===== src/source/cpu_macros.svh =====
////////////////////////////////////////////////////////////
// widths, RAM depth and opcode values of the accumulator CPU
// include wherever a width or an opcode value is needed
////////////////////////////////////////////////////////////
`ifndef CPU_MACROS_SVH
`define CPU_MACROS_SVH

`define CPU_DATA_W     8
`define CPU_ADDR_W     4
`define CPU_RAM_DEPTH  16
`define CPU_T_STATES   5

// upper nibble of an instruction word
`define OP_LDA  4'd0
`define OP_ADD  4'd1
`define OP_SUB  4'd2
`define OP_STA  4'd3
`define OP_LDI  4'd4
`define OP_JMP  4'd5
`define OP_JC   4'd6
`define OP_JZ   4'd7
`define OP_OUT  4'd14
`define OP_HLT  4'd15

`endif


===== src/source/cpu_pkg.sv =====
////////////////////////////////////////////////////////////
// shared types of the accumulator CPU
// control word, bus source select, ALU flags, RAM word views
////////////////////////////////////////////////////////////
`default_nettype none

`include "cpu_macros.svh"

package cpu_pkg;

    // who owns the internal bus this cycle
    // codes 6 and 7 are unused and flagged by the arbiter
    typedef enum logic [2:0] {
        SRC_NONE = 3'd0,
        SRC_PC   = 3'd1,
        SRC_RAM  = 3'd2,
        SRC_IR   = 3'd3,
        SRC_ALU  = 3'd4,
        SRC_ACC  = 3'd5
    } bus_src_t;

    // one control word per cycle, 14 bits
    typedef struct packed {
        bus_src_t src;
        logic     mar_load;
        logic     ram_write;
        logic     ir_load;
        logic     acc_load;
        logic     b_load;
        logic     out_load;
        logic     pc_load;
        logic     pc_inc;
        // subtract instead of add
        logic     alu_sub;
        // latch carry and zero with this A load
        logic     flag_load;
        logic     halt;
    } ctrl_word_t;

    typedef struct packed {
        logic carry;
        logic zero;
    } alu_flags_t;

    // instruction view, opcode in the upper nibble
    typedef struct packed {
        logic [`CPU_DATA_W-`CPU_ADDR_W-1:0] opcode;
        logic [`CPU_ADDR_W-1:0]             operand;
    } instr_t;

    // one RAM byte, read as data or as instruction
    typedef union packed {
        logic [`CPU_DATA_W-1:0] data;
        instr_t                 instr;
    } ram_word_u;

endpackage

`default_nettype wire


===== src/source/control_block.sv =====
////////////////////////////////////////////////////////////
// sequencer of the accumulator CPU
// five T-states per instruction, opcode decode into one
// control word each cycle, sticky halt on HLT
////////////////////////////////////////////////////////////
`default_nettype none

`include "cpu_macros.svh"

module control_block import cpu_pkg::*; (
    input  wire logic                                clk,
    input  wire logic                                rst_n,
    input  wire logic                                run,
    input  wire logic [`CPU_DATA_W-`CPU_ADDR_W-1:0] opcode,
    input  alu_flags_t                               flags,
    output ctrl_word_t                               ctrl,
    output logic                                     halted
);

    localparam int TW = $clog2(`CPU_T_STATES);

    localparam logic [TW-1:0] T0 = TW'(0);
    localparam logic [TW-1:0] T1 = TW'(1);
    localparam logic [TW-1:0] T2 = TW'(2);
    localparam logic [TW-1:0] T3 = TW'(3);
    localparam logic [TW-1:0] T4 = TW'(`CPU_T_STATES - 1);

    logic [TW-1:0] tstate;
    logic          step;

    // machine advances only when released and not stopped
    assign step = run && !halted;

    // T-state counter, wraps after T4
    always_ff @(posedge clk or negedge rst_n) begin
        if (!rst_n) begin
            tstate <= T0;
        end else if (step) begin
            tstate <= (tstate == T4) ? T0 : tstate + TW'(1);
        end
    end

    // sticky until reset
    always_ff @(posedge clk or negedge rst_n) begin
        if (!rst_n) begin
            halted <= 1'b0;
        end else if (ctrl.halt) begin
            halted <= 1'b1;
        end
    end

    always_comb begin
        ctrl = '0;
        if (step) begin
            case (tstate)
                // fetch, address phase
                T0: begin
                    ctrl.src      = SRC_PC;
                    ctrl.mar_load = 1'b1;
                end
                // fetch, IR load and PC bump
                T1: begin
                    ctrl.src     = SRC_RAM;
                    ctrl.ir_load = 1'b1;
                    ctrl.pc_inc  = 1'b1;
                end
                T2: begin
                    case (opcode)
                        // operand address for memory ops
                        `OP_LDA, `OP_ADD, `OP_SUB, `OP_STA: begin
                            ctrl.src      = SRC_IR;
                            ctrl.mar_load = 1'b1;
                        end
                        `OP_LDI: begin
                            ctrl.src      = SRC_IR;
                            ctrl.acc_load = 1'b1;
                        end
                        `OP_JMP: begin
                            ctrl.src     = SRC_IR;
                            ctrl.pc_load = 1'b1;
                        end
                        // conditional jumps on the last latched flags
                        `OP_JC: begin
                            ctrl.src     = SRC_IR;
                            ctrl.pc_load = flags.carry;
                        end
                        `OP_JZ: begin
                            ctrl.src     = SRC_IR;
                            ctrl.pc_load = flags.zero;
                        end
                        `OP_OUT: begin
                            ctrl.src      = SRC_ACC;
                            ctrl.out_load = 1'b1;
                        end
                        `OP_HLT: ctrl.halt = 1'b1;
                        default: ;
                    endcase
                end
                T3: begin
                    case (opcode)
                        `OP_LDA: begin
                            ctrl.src      = SRC_RAM;
                            ctrl.acc_load = 1'b1;
                        end
                        `OP_ADD, `OP_SUB: begin
                            ctrl.src    = SRC_RAM;
                            ctrl.b_load = 1'b1;
                        end
                        `OP_STA: begin
                            ctrl.src       = SRC_ACC;
                            ctrl.ram_write = 1'b1;
                        end
                        default: ;
                    endcase
                end
                T4: begin
                    // result back into A, flags with it
                    if (opcode == `OP_ADD || opcode == `OP_SUB) begin
                        ctrl.src       = SRC_ALU;
                        ctrl.acc_load  = 1'b1;
                        ctrl.flag_load = 1'b1;
                        ctrl.alu_sub   = (opcode == `OP_SUB);
                    end
                end
                default: ;
            endcase
        end
    end

endmodule

`default_nettype wire


===== src/source/bus_arbiter.sv =====
////////////////////////////////////////////////////////////
// internal bus multiplexer
// one source per cycle from the control word's source field,
// unknown codes drive zero and flag a conflict
////////////////////////////////////////////////////////////
`default_nettype none

`include "cpu_macros.svh"

module bus_arbiter import cpu_pkg::*; (
    input  bus_src_t                      src,
    input  wire logic [`CPU_ADDR_W-1:0]   pc_value,
    input  wire logic [`CPU_DATA_W-1:0]   ram_value,
    input  wire logic [`CPU_ADDR_W-1:0]   ir_operand,
    input  wire logic [`CPU_DATA_W-1:0]   alu_value,
    input  wire logic [`CPU_DATA_W-1:0]   acc_value,
    output logic      [`CPU_DATA_W-1:0]   bus,
    output logic                          bus_conflict
);

    localparam int PAD_W = `CPU_DATA_W - `CPU_ADDR_W;

    always_comb begin
        bus          = '0;
        bus_conflict = 1'b0;
        case (src)
            // idle bus reads as zero
            SRC_NONE: bus = '0;
            // 4-bit sources sit in the low nibble
            SRC_PC:   bus = {{PAD_W{1'b0}}, pc_value};
            SRC_RAM:  bus = ram_value;
            SRC_IR:   bus = {{PAD_W{1'b0}}, ir_operand};
            SRC_ALU:  bus = alu_value;
            SRC_ACC:  bus = acc_value;
            default: begin
                bus          = '0;
                bus_conflict = 1'b1;
            end
        endcase
    end

endmodule

`default_nettype wire


===== src/source/alu_unit.sv =====
////////////////////////////////////////////////////////////
// accumulator, B register and adder/subtractor
// result is always presented for the bus, carry and zero
// latch only when A takes the ALU result
////////////////////////////////////////////////////////////
`default_nettype none

`include "cpu_macros.svh"

module alu_unit import cpu_pkg::*; (
    input  wire logic                    clk,
    input  wire logic                    rst_n,
    input  wire logic [`CPU_DATA_W-1:0]  bus,
    input  ctrl_word_t                   ctrl,
    output logic      [`CPU_DATA_W-1:0]  acc_value,
    output logic      [`CPU_DATA_W-1:0]  alu_value,
    output alu_flags_t                   flags
);

    logic [`CPU_DATA_W-1:0] b_reg;
    // one spare bit on top for the carry out
    logic [`CPU_DATA_W:0]   sum;

    // accumulator
    always_ff @(posedge clk or negedge rst_n) begin
        if (!rst_n) begin
            acc_value <= '0;
        end else if (ctrl.acc_load) begin
            acc_value <= bus;
        end
    end

    always_ff @(posedge clk) begin
        if (ctrl.b_load) begin
            b_reg <= bus;
        end
    end

    // subtract as A + ~B + 1, carry out then means no borrow
    always_comb begin
        if (ctrl.alu_sub) begin
            sum = {1'b0, acc_value} + {1'b0, ~b_reg} + 1'b1;
        end else begin
            sum = {1'b0, acc_value} + {1'b0, b_reg};
        end
    end

    assign alu_value = sum[`CPU_DATA_W-1:0];

    always_ff @(posedge clk or negedge rst_n) begin
        if (!rst_n) begin
            flags <= '0;
        end else if (ctrl.flag_load) begin
            flags.carry <= sum[`CPU_DATA_W];
            flags.zero  <= (sum[`CPU_DATA_W-1:0] == '0);
        end
    end

endmodule

`default_nettype wire


===== src/source/memory_unit.sv =====
////////////////////////////////////////////////////////////
// program counter, MAR, 16-byte RAM and instruction register
// RAM is filled through the load port while run is low and
// read combinationally at the MAR
////////////////////////////////////////////////////////////
`default_nettype none

`include "cpu_macros.svh"

module memory_unit import cpu_pkg::*; (
    input  wire logic                                clk,
    input  wire logic                                rst_n,
    input  wire logic [`CPU_DATA_W-1:0]              bus,
    input  ctrl_word_t                               ctrl,
    input  wire logic                                run,
    input  wire logic                                prog_we,
    input  wire logic [`CPU_ADDR_W-1:0]              prog_addr,
    input  wire logic [`CPU_DATA_W-1:0]              prog_data,
    output logic      [`CPU_ADDR_W-1:0]              pc_value,
    output logic      [`CPU_DATA_W-1:0]              ram_value,
    output logic      [`CPU_ADDR_W-1:0]              ir_operand,
    output logic      [`CPU_DATA_W-`CPU_ADDR_W-1:0] opcode
);

    logic [`CPU_ADDR_W-1:0] mar;
    ram_word_u              ram [`CPU_RAM_DEPTH];
    ram_word_u              ir;

    // PC, a jump wins over the increment
    always_ff @(posedge clk or negedge rst_n) begin
        if (!rst_n) begin
            pc_value <= '0;
        end else if (ctrl.pc_load) begin
            pc_value <= bus[`CPU_ADDR_W-1:0];
        end else if (ctrl.pc_inc) begin
            pc_value <= pc_value + 1'b1;
        end
    end

    // address comes from the low nibble of the bus
    always_ff @(posedge clk or negedge rst_n) begin
        if (!rst_n) begin
            mar <= '0;
        end else if (ctrl.mar_load) begin
            mar <= bus[`CPU_ADDR_W-1:0];
        end
    end

    // STA path from the bus, else program loading while stopped
    always_ff @(posedge clk) begin
        if (ctrl.ram_write) begin
            ram[mar].data <= bus;
        end else if (!run && prog_we) begin
            ram[prog_addr].data <= prog_data;
        end
    end

    assign ram_value = ram[mar].data;

    // IR takes the fetched byte whole
    always_ff @(posedge clk or negedge rst_n) begin
        if (!rst_n) begin
            ir <= '0;
        end else if (ctrl.ir_load) begin
            ir.data <= bus;
        end
    end

    // decoded through the instruction view
    assign opcode     = ir.instr.opcode;
    assign ir_operand = ir.instr.operand;

endmodule

`default_nettype wire


===== src/source/cpu_top.sv =====
////////////////////////////////////////////////////////////
// top level of the accumulator CPU
// sequencer, bus arbiter, ALU and memory on one 8-bit bus,
// plus the output register with its one-cycle strobe
////////////////////////////////////////////////////////////
`default_nettype none

`include "cpu_macros.svh"

module cpu_top import cpu_pkg::*; (
    input  wire logic                    clk,
    input  wire logic                    rst_n,
    input  wire logic                    run,
    input  wire logic                    prog_we,
    input  wire logic [`CPU_ADDR_W-1:0]  prog_addr,
    input  wire logic [`CPU_DATA_W-1:0]  prog_data,
    output logic      [`CPU_DATA_W-1:0]  out_value,
    output logic                         out_strobe,
    output logic                         halted,
    output logic                         bus_conflict
);

    ctrl_word_t                          ctrl;
    alu_flags_t                          flags;
    logic [`CPU_DATA_W-1:0]              bus;
    logic [`CPU_DATA_W-`CPU_ADDR_W-1:0] opcode;
    logic [`CPU_ADDR_W-1:0]              pc_value;
    logic [`CPU_ADDR_W-1:0]              ir_operand;
    logic [`CPU_DATA_W-1:0]              ram_value;
    logic [`CPU_DATA_W-1:0]              alu_value;
    logic [`CPU_DATA_W-1:0]              acc_value;

    control_block cb_i (
        .clk    (clk),
        .rst_n  (rst_n),
        .run    (run),
        .opcode (opcode),
        .flags  (flags),
        .ctrl   (ctrl),
        .halted (halted)
    );

    bus_arbiter arb_i (
        .src          (ctrl.src),
        .pc_value     (pc_value),
        .ram_value    (ram_value),
        .ir_operand   (ir_operand),
        .alu_value    (alu_value),
        .acc_value    (acc_value),
        .bus          (bus),
        .bus_conflict (bus_conflict)
    );

    alu_unit alu_i (
        .clk       (clk),
        .rst_n     (rst_n),
        .bus       (bus),
        .ctrl      (ctrl),
        .acc_value (acc_value),
        .alu_value (alu_value),
        .flags     (flags)
    );

    memory_unit mem_i (
        .clk        (clk),
        .rst_n      (rst_n),
        .bus        (bus),
        .ctrl       (ctrl),
        .run        (run),
        .prog_we    (prog_we),
        .prog_addr  (prog_addr),
        .prog_data  (prog_data),
        .pc_value   (pc_value),
        .ram_value  (ram_value),
        .ir_operand (ir_operand),
        .opcode     (opcode)
    );

    // output stage, value and strobe change on the same edge
    always_ff @(posedge clk or negedge rst_n) begin
        if (!rst_n) begin
            out_value  <= '0;
            out_strobe <= 1'b0;
        end else begin
            out_strobe <= ctrl.out_load;
            if (ctrl.out_load) begin
                out_value <= bus;
            end
        end
    end

endmodule

`default_nettype wire


===== config.mk =====
export PLATFORM = sky130hd
export DESIGN_NAME = cpu_top
export DESIGN_NICKNAME = d
export VERILOG_FILES = /design/src/source/cpu_pkg.sv /design/src/source/control_block.sv /design/src/source/bus_arbiter.sv /design/src/source/alu_unit.sv /design/src/source/memory_unit.sv /design/src/source/cpu_top.sv
export VERILOG_INCLUDE_DIRS = /design/src /design/src/source
export SDC_FILE = /design/constraint.sdc
export NUM_CORES = 1
export LEC_CHECK = 0
export BUFFER_PORTS_ARGS = -buffer_cell sky130_fd_sc_hd__buf_2
export CAP_MARGIN = 20
export CORE_MARGIN = 1
export CORE_UTILIZATION = 35
export CTS_CLUSTER_SIZE = 40
export DETAILED_ROUTE_END_ITERATION = 6
export GPL_TIMING_DRIVEN = 0
export SLEW_MARGIN = 30
export SYNTH_ARGS = -nofsm -noshare
export SYNTH_HDL_FRONTEND = slang
export SYNTH_SLANG_ARGS = --single-unit

===== constraint.sdc =====
create_clock -name clk -period 4.3 [get_ports clk]
set_input_delay 0.645 -clock clk [delete_from_list [all_inputs] [get_ports clk]]
set_output_delay 0.645 -clock clk [all_outputs]
set_load 0.005 [all_outputs]

==> results.txt, run 1 <==
post-route ant nets -> 0
vias in the first global route -> 5311
Worst Skew -> 0.00951 ns
Seq/Total Area, Yosys -> 61.6%
min Tclk post-route -> 3.82 ns
most common cell after layout, fill and taps aside -> edfxtp_1
DP Area -> 8820 um^2
Max Fanout on Critical Path -> 16
CTS tree -> built
First-pass DRT Iterations -> 5
Critical-path top delay cell -> buf_1
largest net degree at the start of global routing -> 40
max reg flops -> 128
worst-margin pin slew -> 0.984 ns
FP Rows -> 55
share of cells above drive strength 1 -> 23.8%
final setup vio count -> 0
Mapped Cells -> 571
Peak supply drop -> 0.311 mV
DR DRC count -> 0
Vias/cell -> 5.35
Placer Congestion -> 0.862
crit-path cells -> buf_1 > buf_1 > mux4_2 > mux4_2 > a22oi_1 > a31oi_2
outcome -> complete, no violations
syn avg cell area -> 14.4 um^2
Final WS setup -> 0.479 ns
Max-Cap Viols -> 0
critical path arrival -> 3.86 ns
gr ovfl total -> 0
Die Y -> 155 um
DRT iter0 DRCs -> 385
final cell count without fillers -> 942
Top reg by flops -> mem_i.ram
power density cells -> 622 nW/um^2
worst min path class -> in -> async
Sink Count -> 175
cells resized by post-CTS repair -> 0
post-route cell area -> 9460 um^2
P&R area growth vs syn -> 15.2%
crit path capture type -> flop
die width -> 155 um
core area -> 22800 um^2
top-level I/O count -> 27
routed len/inst -> 20.7 um
YS warnings -> 0
commonest non-fill, non-tap cells in the layout -> edfxtp_1 (136), nor2_1 (43), mux4_2 (40)
Worst Setup Path Type -> reg -> reg
crit start category -> flop
Mapped Area -> 8210 um^2
setup tns final -> 0 ns
slowest cell delay on critical path -> 0.53 ns
top_reg_cell synth -> edfxtp_1
post-CTS setup buffers -> 0
Post-DP HPWL -> 13.9 mm
Layout Nets -> 656
Setup WS pre-CTS -> 0.414 ns
die area -> 24100 um^2
post-synth cell types -> 73
ant diodes -> 0
RSZ-0062 raised after global routing -> no
initial antenna violation count -> 0
global-route wire length before repair -> 30.7 mm
Max Transition Viols Final -> 0
clock latency on the worst-skew pair -> 0.43 ns
Total GRT Usage -> 17.5%
CTS hold repair buffers -> 0
Synth Net Count -> 611
clock-pin slew on the worst setup and hold paths -> 0.07 ns
initial core utilization -> 36.0%
Placed Cells -> 910
cts bufs inserted -> 17
Root Driver -> clkbuf_16
FFs w/ async S/R, synth -> 22.3%
Buffers on Ports -> 26
H-Tree Depth -> 4
flops & latches, synth -> 175
f_max -> 0.262 GHz
Via Count -> 5039
max_slew headroom -> 34.1%
P_leak -> 3.40 nW
Longest Clk Path Bufs -> 2
CP required -> 4.34 ns
EDFF count, synth -> 136
final hold violation count -> 0
post-layout util -> 41.4%
crit share post-route -> 88.9%
WL final -> 19.5 mm
-- logic make-up after synthesis --
| group | Yosys count | synth area share (%) |
|---|---|---|
| flip-flops | 175 | 61.6 |
| XOR/XNOR | 11 | 1.17 |
| buffers and inverters | 48 | 2.60 |
| AND/OR/NAND/NOR | 153 | 9.29 |
| adder cells (fa/ha/maj) | 24 | 3.84 |
| AO/OA/AOI/OAI | 108 | 8.96 |
| multiplexers | 52 | 12.5 |
-- layout make-up --
| class | instances | area, um^2 |
|---|---|---|
| Clock buffer | 18 | 429 |
| Inverter | 25 | 93.8 |
| Timing Repair Buffer | 26 | 133 |
| Tap cell | 313 | 392 |
| Fill cell | 2113 | 13400 |
| Buffer | 23 | 120 |
| Sequential cell | 175 | 5060 |
| Clock inverter | 14 | 195 |
| Multi-Input combinational cell | 348 | 3040 |
-- worst paths after layout --
check | slack, ns | startpoint | end | cells past startpoint
min in group clk | 0.49 | out_value[7] | out_value[7] | 2
worst min register to register | 0.49 | out_value[7] | out_value[7] | 2
worst min-delay path | 0.18 | rst_n | cb_i.tstate[2] | 1
worst max-delay path | 0.48 | mem_i.mar[2] | mem_i.ram[11][4] | 6
worst max register to register | 0.48 | mem_i.mar[2] | mem_i.ram[11][4] | 6
max in group asynchronous | 3.74 | rst_n | alu_i.acc_value[5] | 1
-- power breakdown --
group,internal (mW),switching (mW),total (mW),leakage (nW)
Clock,0.938,0.699,1.64,0.302
Combinational,0.861,1.15,2.01,1.34
Sequential,2.10,0.140,2.24,1.76
-- worst max-delay path, delay by kind of cell (launching register included) --
family	cells	cell delay (ns)
AO/OA/AOI/OAI	2	0.93
buffers and inverters	2	1.03
flip-flops	1	0.52
multiplexers	2	0.93
-- layer usage --
layer,part of all wire [%],global-route usage (%),vias up
li1,-,-,2283
met4,3.0,6.63,0
met2,51,30.2,146
met3,4.6,4.21,48
met1,41,21.2,2562
met5,0,0,-
-- stage by stage --
stage | hold WS (ns) | power, mW
5_1_grt | 0.211 | 6.20
4_1_cts | 0.370 | 5.92
3_5_place_dp | 0.482 | 4.29
6_report | 0.179 | 5.89
2_1_floorplan | 0.349 | 3.71
3_3_place_gp | 0.477 | 4.22
-- synth_stat cells (3+ instances only) --
cell	n	area, um^2
buf_6	3	33.8
nor2b_1	8	50.1
ha_1	22	275
a22oi_1	3	22.5
a31oi_1	15	93.8
xor2_1	3	26.3
and2_1	3	18.8
dfrtp_1	39	976
nand2b_1	5	31.3
buf_1	5	18.8
nor2_1	57	214
a21oi_1	26	130
clkbuf_1	10	37.5
o21ai_0	13	65.1
nand2_1	38	143
mux2_2	7	78.8
and3_1	3	18.8
xnor2_1	8	70.1
mux2i_1	5	50.1
a2bb2oi_1	3	26.3
mux4_2	40	901
buf_2	3	15.0
o21ai_1	13	65.1
edfxtp_1	136	4080
nor3b_1	4	30.0
or3_1	3	18.8
o22ai_1	3	18.8
nor3_1	9	45.0
o21bai_1	3	22.5
nor4_1	3	18.8
inv_1	23	86.3
o21a_1	4	30.0
Power figures use the tool's default switching activity.
==> inputs of run 2 (changes only) <==
==> constraint.sdc (replaced) <==
create_clock -name clk -period 4.3 [get_ports clk]
set_input_delay 0.215 -clock clk [delete_from_list [all_inputs] [get_ports clk]]
set_output_delay 0.215 -clock clk [all_outputs]
set_load 0.005 [all_outputs]
==> results.txt, run 2 (synthesized netlist as in run 1, its figures left out) <==
crit share post-route -> 90.0% (was 88.9%)
DR DRC count -> 0 (unchanged)
Post-DP HPWL -> 13.9 mm (unchanged)
slowest cell delay on critical path -> 0.54 ns (was 0.53 ns)
WL final -> 19.6 mm (was 19.5 mm)
cts bufs inserted -> 17 (unchanged)
Peak supply drop -> 0.311 mV (about the same)
gr ovfl total -> 0 (unchanged)
Hold Worst Slack -> 0.0992 ns (was 0.179 ns)
CP required -> 4.34 ns (about the same)
Via Count -> 5009 (was 5039)
core area -> 22800 um^2 (unchanged)
final hold violation count -> 0 (unchanged)
Worst Setup Path Type -> reg -> reg (unchanged)
cells resized by post-CTS repair -> 0 (unchanged)
DRT iter0 DRCs -> 428 (was 385)
die area -> 24100 um^2 (unchanged)
Buffers & Inverters on Critical Path -> 2 (unchanged)
critical path arrival -> 3.90 ns (was 3.86 ns)
routed len/inst -> 20.7 um (about the same)
f_max -> 0.259 GHz (was 0.262 GHz)
fillcell total -> 2112 (was 2113)
clock latency on the worst-skew pair -> 0.43 ns (about the same)
Total GRT Usage -> 17.5% (about the same)
worst-margin pin slew -> 1.01 ns (was 0.984 ns)
Max Fanout on Critical Path -> 16 (unchanged)
crit-path cells -> buf_1 > buf_1 > mux4_2 > mux4_2 > a22oi_1 > a31oi_2 (unchanged)
P&R area growth vs syn -> 15.3% (was 15.2%)
Critical-path top delay cell -> buf_1 (unchanged)
Vias/cell -> 5.31 (was 5.35)
Buffers on Ports -> 26 (unchanged)
Die Y -> 155 um (unchanged)
max reg flops -> 128 (unchanged)
power density cells -> 622 nW/um^2 (about the same)
post-route cell area -> 9470 um^2 (was 9460 um^2)
P_leak -> 3.40 nW (about the same)
largest net degree at the start of global routing -> 40 (unchanged)
final setup vio count -> 0 (unchanged)
most common cell after layout, fill and taps aside -> edfxtp_1 (unchanged)
Placer Congestion -> 0.862 (unchanged)
Worst Skew -> 0.00945 ns (was 0.00951 ns)
top-level I/O count -> 27 (unchanged)
Root Driver -> clkbuf_16 (unchanged)
commonest non-fill, non-tap cells in the layout -> edfxtp_1 (136), nor2_1 (43), mux4_2 (40) (unchanged)
min Tclk post-route -> 3.87 ns (was 3.82 ns)
max_slew headroom -> 32.3% (was 34.1%)
FP Rows -> 55 (unchanged)
Longest Clk Path Bufs -> 2 (unchanged)
Layout Nets -> 657 (was 656)
Worst path top cell family by delay -> buffers and inverters (unchanged)
Top reg by flops -> mem_i.ram (unchanged)
First-pass DRT Iterations -> 5 (unchanged)
crit start category -> flop (unchanged)
clock-pin slew on the worst setup and hold paths -> 0.07 ns (about the same)
worst min path class -> in -> reg (was in -> async)
DP Area -> 8820 um^2 (unchanged)
post-route ant nets -> 0 (unchanged)
vias in the first global route -> 5316 (was 5311)
ant diodes -> 0 (unchanged)
Sink Count -> 175 (unchanged)
Max-Cap Viols -> 0 (unchanged)
CTS tree -> built (unchanged)
RSZ-0062 raised after global routing -> no (unchanged)
crit path capture type -> flop (unchanged)
die width -> 155 um (unchanged)
initial antenna violation count -> 0 (unchanged)
global-route wire length before repair -> 30.7 mm (about the same)
H-Tree Depth -> 4 (unchanged)
share of cells above drive strength 1 -> 23.8% (about the same)
initial core utilization -> 36.0% (unchanged)
outcome -> complete, no violations (unchanged)
setup tns final -> 0 ns (unchanged)
Max Transition Viols Final -> 0 (unchanged)
[run 2: changes by cell type in the layout (fill, tap and decap cells not counted), sizes merged]
cell / change
dlygate4sd3: +1
[run 2: layer usage]
layer | wire length [um] | GRT usage (%) | up-vias
met2 | 10100 | 30.3 | 128
met3 | 895 | 4.18 | 45
met4 | 558 | 6.63 | 0
met5 | 0 | 0 | -
li1 | - | - | 2281
met1 | 8000 | 21.2 | 2555
[run 2: repair_timing]
| item | CTS | global route |
|---|---|---|
| hold buffers | 1 | 0 |
| setup buffers | 0 | 0 |
| endpoints found under the hold margin | 39 | 0 |
[run 2: cell type report]
cell class | count | area [um^2] | area share, %
tap | 313 | 392 | 4.14
timing repair buffer | 27 | 143 | 1.51
inverter | 25 | 93.8 | 0.991
multi-input combinational | 348 | 3040 | 32.1
sequential | 175 | 5060 | 53.4
clock inverter | 14 | 195 | 2.06
clock buffer | 18 | 429 | 4.53
buffer | 23 | 120 | 1.27
[run 2: worst register-to-register path: stages (launching register included)]
cell,delay (ns)
dfrtp_1,0.52
buf_1,0.51
buf_1,0.54
mux4_2,0.43
mux4_2,0.51
a22oi_1,0.48
a31oi_2,0.47
[run 2: power by group]
group / switching, mW / total (mW) / internal [mW]
combinational: 1.15 / 2.01 / 0.862
clock: 0.703 / 1.64 / 0.938
sequential: 0.140 / 2.24 / 2.10
[run 2: path summary, 6_finish.rpt]
check	from	end	slack, ns	cells past startpoint
setup / recovery	mem_i.mar[2]	mem_i.ram[11][4]	0.43	6
hold / removal	run	cb_i.halted	0.1	2
setup reg to reg	mem_i.mar[2]	mem_i.ram[11][4]	0.43	6
hold reg to reg	out_value[7]	out_value[7]	0.49	2
max in group asynchronous	rst_n	alu_i.acc_value[6]	3.60	2
min in group asynchronous	rst_n	cb_i.tstate[2]	0.32	2
[run 2: per-stage QoR]
stage	util (%)	std cells	setup slack (ns)	power [mW]
2_1_floorplan	-	571	1.29	3.71
3_3_place_gp	38.2	910	0.173	4.22
3_5_place_dp	38.6	910	0.414	4.29
4_1_cts	41.4	943	0.391	5.92
5_1_grt	41.4	943	0.218	6.20
6_report	41.4	943	0.432	5.89
==> inputs of run 3 (changes only) <==
Settings changed: CELL_PAD_IN_SITES_DETAIL_PLACEMENT from default to 0, CELL_PAD_IN_SITES_GLOBAL_PLACEMENT from default to 2, PLACE_DENSITY_LB_ADDON from default to 0.1.
==> results.txt, run 3 (synthesized netlist as in run 1, its figures left out) <==
clock power share -> 26.8% (was 27.9%)
internal power -> 3.80 mW (was 3.90 mW)
largest net degree at the start of global routing -> 40 (unchanged)
H-Tree Depth -> 4 (unchanged)
final setup vio count -> 0 (unchanged)
max_slew headroom -> 42.9% (was 32.3%)
worst-margin pin slew -> 0.855 ns (was 1.01 ns)
crit start category -> flop (unchanged)
Buffers on Ports -> 26 (unchanged)
Reg power frac -> 38.0% (about the same)
DRT iter0 DRCs -> 271 (was 428)
Layout Nets -> 658 (was 657)
gr ovfl total -> 0 (unchanged)
final hold violation count -> 0 (unchanged)
post-route ant nets -> 0 (unchanged)
cts bufs inserted -> 17 (unchanged)
Placer Congestion -> 0.826 (was 0.862)
Die Y -> 155 um (unchanged)
power share of the combinational group -> 35.2% (was 34.1%)
CTS tree -> built (unchanged)
RSZ-0062 raised after global routing -> no (unchanged)
f_max -> 0.250 GHz (was 0.259 GHz)
Root Driver -> clkbuf_16 (unchanged)
max reg flops -> 128 (unchanged)
clock-pin slew on the worst setup and hold paths -> 0.07 ns (about the same)
Post-DP HPWL -> 15.4 mm (was 13.9 mm)
CP required -> 4.35 ns (was 4.34 ns)
most common cell after layout, fill and taps aside -> edfxtp_1 (unchanged)
core area -> 22800 um^2 (unchanged)
post-CTS setup buffers -> 0 (unchanged)
worst min path class -> in -> reg (unchanged)
critical path arrival -> 4.05 ns (was 3.90 ns)
cells resized by post-CTS repair -> 0 (unchanged)
Max Fanout on Critical Path -> 16 (unchanged)
DR DRC count -> 0 (unchanged)
Sw Share -> 35.7% (was 33.8%)
Sink Count -> 175 (unchanged)
WL final -> 21.5 mm (was 19.6 mm)
crit share post-route -> 93.0% (was 90.0%)
setup tns final -> 0 ns (unchanged)
Hold Worst Slack -> 0.109 ns (was 0.0992 ns)
die area -> 24100 um^2 (unchanged)
clock latency on the worst-skew pair -> 0.44 ns (was 0.43 ns)
Via Count -> 4955 (was 5009)
share of cells above drive strength 1 -> 23.8% (unchanged)
Max-Cap Viols -> 0 (unchanged)
initial antenna violation count -> 0 (unchanged)
min Tclk post-route -> 4.00 ns (was 3.87 ns)
Max Transition Viols Final -> 0 (unchanged)
Worst Skew -> 0.0112 ns (was 0.00945 ns)
ant diodes -> 0 (unchanged)
global-route wire length before repair -> 32.9 mm (was 30.7 mm)
Longest Clk Path Bufs -> 2 (unchanged)
final cell count without fillers -> 943 (unchanged)
Top reg by flops -> mem_i.ram (unchanged)
vias in the first global route -> 5193 (was 5316)
commonest non-fill, non-tap cells in the layout -> edfxtp_1 (136), nor2_1 (45), mux4_2 (40) (was edfxtp_1 (136), nor2_1 (43), mux4_2 (40))
Peak supply drop -> 0.296 mV (was 0.311 mV)
P_leak -> 3.39 nW (was 3.40 nW)
top-level I/O count -> 27 (unchanged)
Worst Setup Path Type -> reg -> reg (unchanged)
Power, Total -> 5.90 mW (was 5.89 mW)
crit path capture type -> flop (unchanged)
First-pass DRT Iterations -> 4 (was 5)
die width -> 155 um (unchanged)
P&R area growth vs syn -> 14.9% (was 15.3%)
FP Rows -> 55 (unchanged)
post-layout util -> 41.3% (was 41.4%)
Vias/cell -> 5.25 (was 5.31)
Placed Cells -> 911 (was 910)
Total GRT Usage -> 19.2% (was 17.5%)
initial core utilization -> 36.0% (unchanged)
CTS hold repair buffers -> 1 (unchanged)
outcome -> complete, no violations (unchanged)
power density cells -> 625 nW/um^2 (was 622 nW/um^2)
routed len/inst -> 22.8 um (was 20.7 um)
Sw Pwr -> 2.10 mW (was 1.99 mW)
==> run 3: cell count changes in the layout (fill, tap and decap cells not counted) <==
cell        change
inv_6           -3
clkbuf_1        -1
nor2_2          -2
clkinv_1        -1
clkinvlp_4      +1
buf_2           +1
bufinv_16       -2
nor2_1          +2
clkinv_4        +1
inv_8           +3
clkinv_8        +1
==> run 3: cell type report <==
cell class              count  area, um^2
inverters                  25        93.8
well taps                 313         392
clock inverters            14         171
flip-flops and latches    175        5060
fillers                  2156       13400
clock buffers              17         425
plain buffers              23         120
repair buffers             28         148
multi-input cells         348        3030
==> run 3: worst paths after layout <==
kind,from,endpoint,slack [ns],depth (start not counted)
hold reg to reg,out_value[2],out_value[2],0.48,2
min in group asynchronous,rst_n,cb_i.tstate[2],0.30,2
setup / recovery,mem_i.mar[2],mem_i.ram[13][4],0.30,6
setup reg to reg,mem_i.mar[2],mem_i.ram[13][4],0.30,6
max in group asynchronous,rst_n,out_value[2],3.58,2
hold / removal,run,cb_i.halted,0.11,2
==> run 3: power by group through the flow <==
| stage | clock, mW | combinational (mW) | sequential, mW |
|---|---|---|---|
| 3_3_place_gp | 0 | 2.06 | 2.27 |
| 4_1_cts | 1.61 | 2.11 | 2.25 |
| 5_1_grt | 1.67 | 2.28 | 2.27 |
| 6_report | 1.58 | 2.08 | 2.24 |
| 3_5_place_dp | 0 | 2.10 | 2.28 |
| 2_1_floorplan | 0 | 1.49 | 2.22 |
==> run 3: per-stage QoR <==
| stage | worst slack [ns] | area [um^2] |
|---|---|---|
| floorplan | 1.29 | 8210 |
| global placement | 0.0442 | 8740 |
| detailed placement | 0.153 | 8830 |
| CTS | 0.163 | 9430 |
| global route | 0.0377 | 9440 |
| finish | 0.300 | 9440 |
==> run 3: metal layers <==
layer	part of all wire [%]	global-route usage, %
met5	0	0
met4	0.99	5.04
met3	3.3	3.51
met2	51	33.4
met1	44	24.6
==> run 3: critical path, cell delays in order (launching register included) <==
cell,delay (ns)
dfrtp_1,0.52
buf_1,0.63
buf_1,0.53
mux4_2,0.41
mux4_2,0.54
a22oi_1,0.50
a31oi_2,0.46
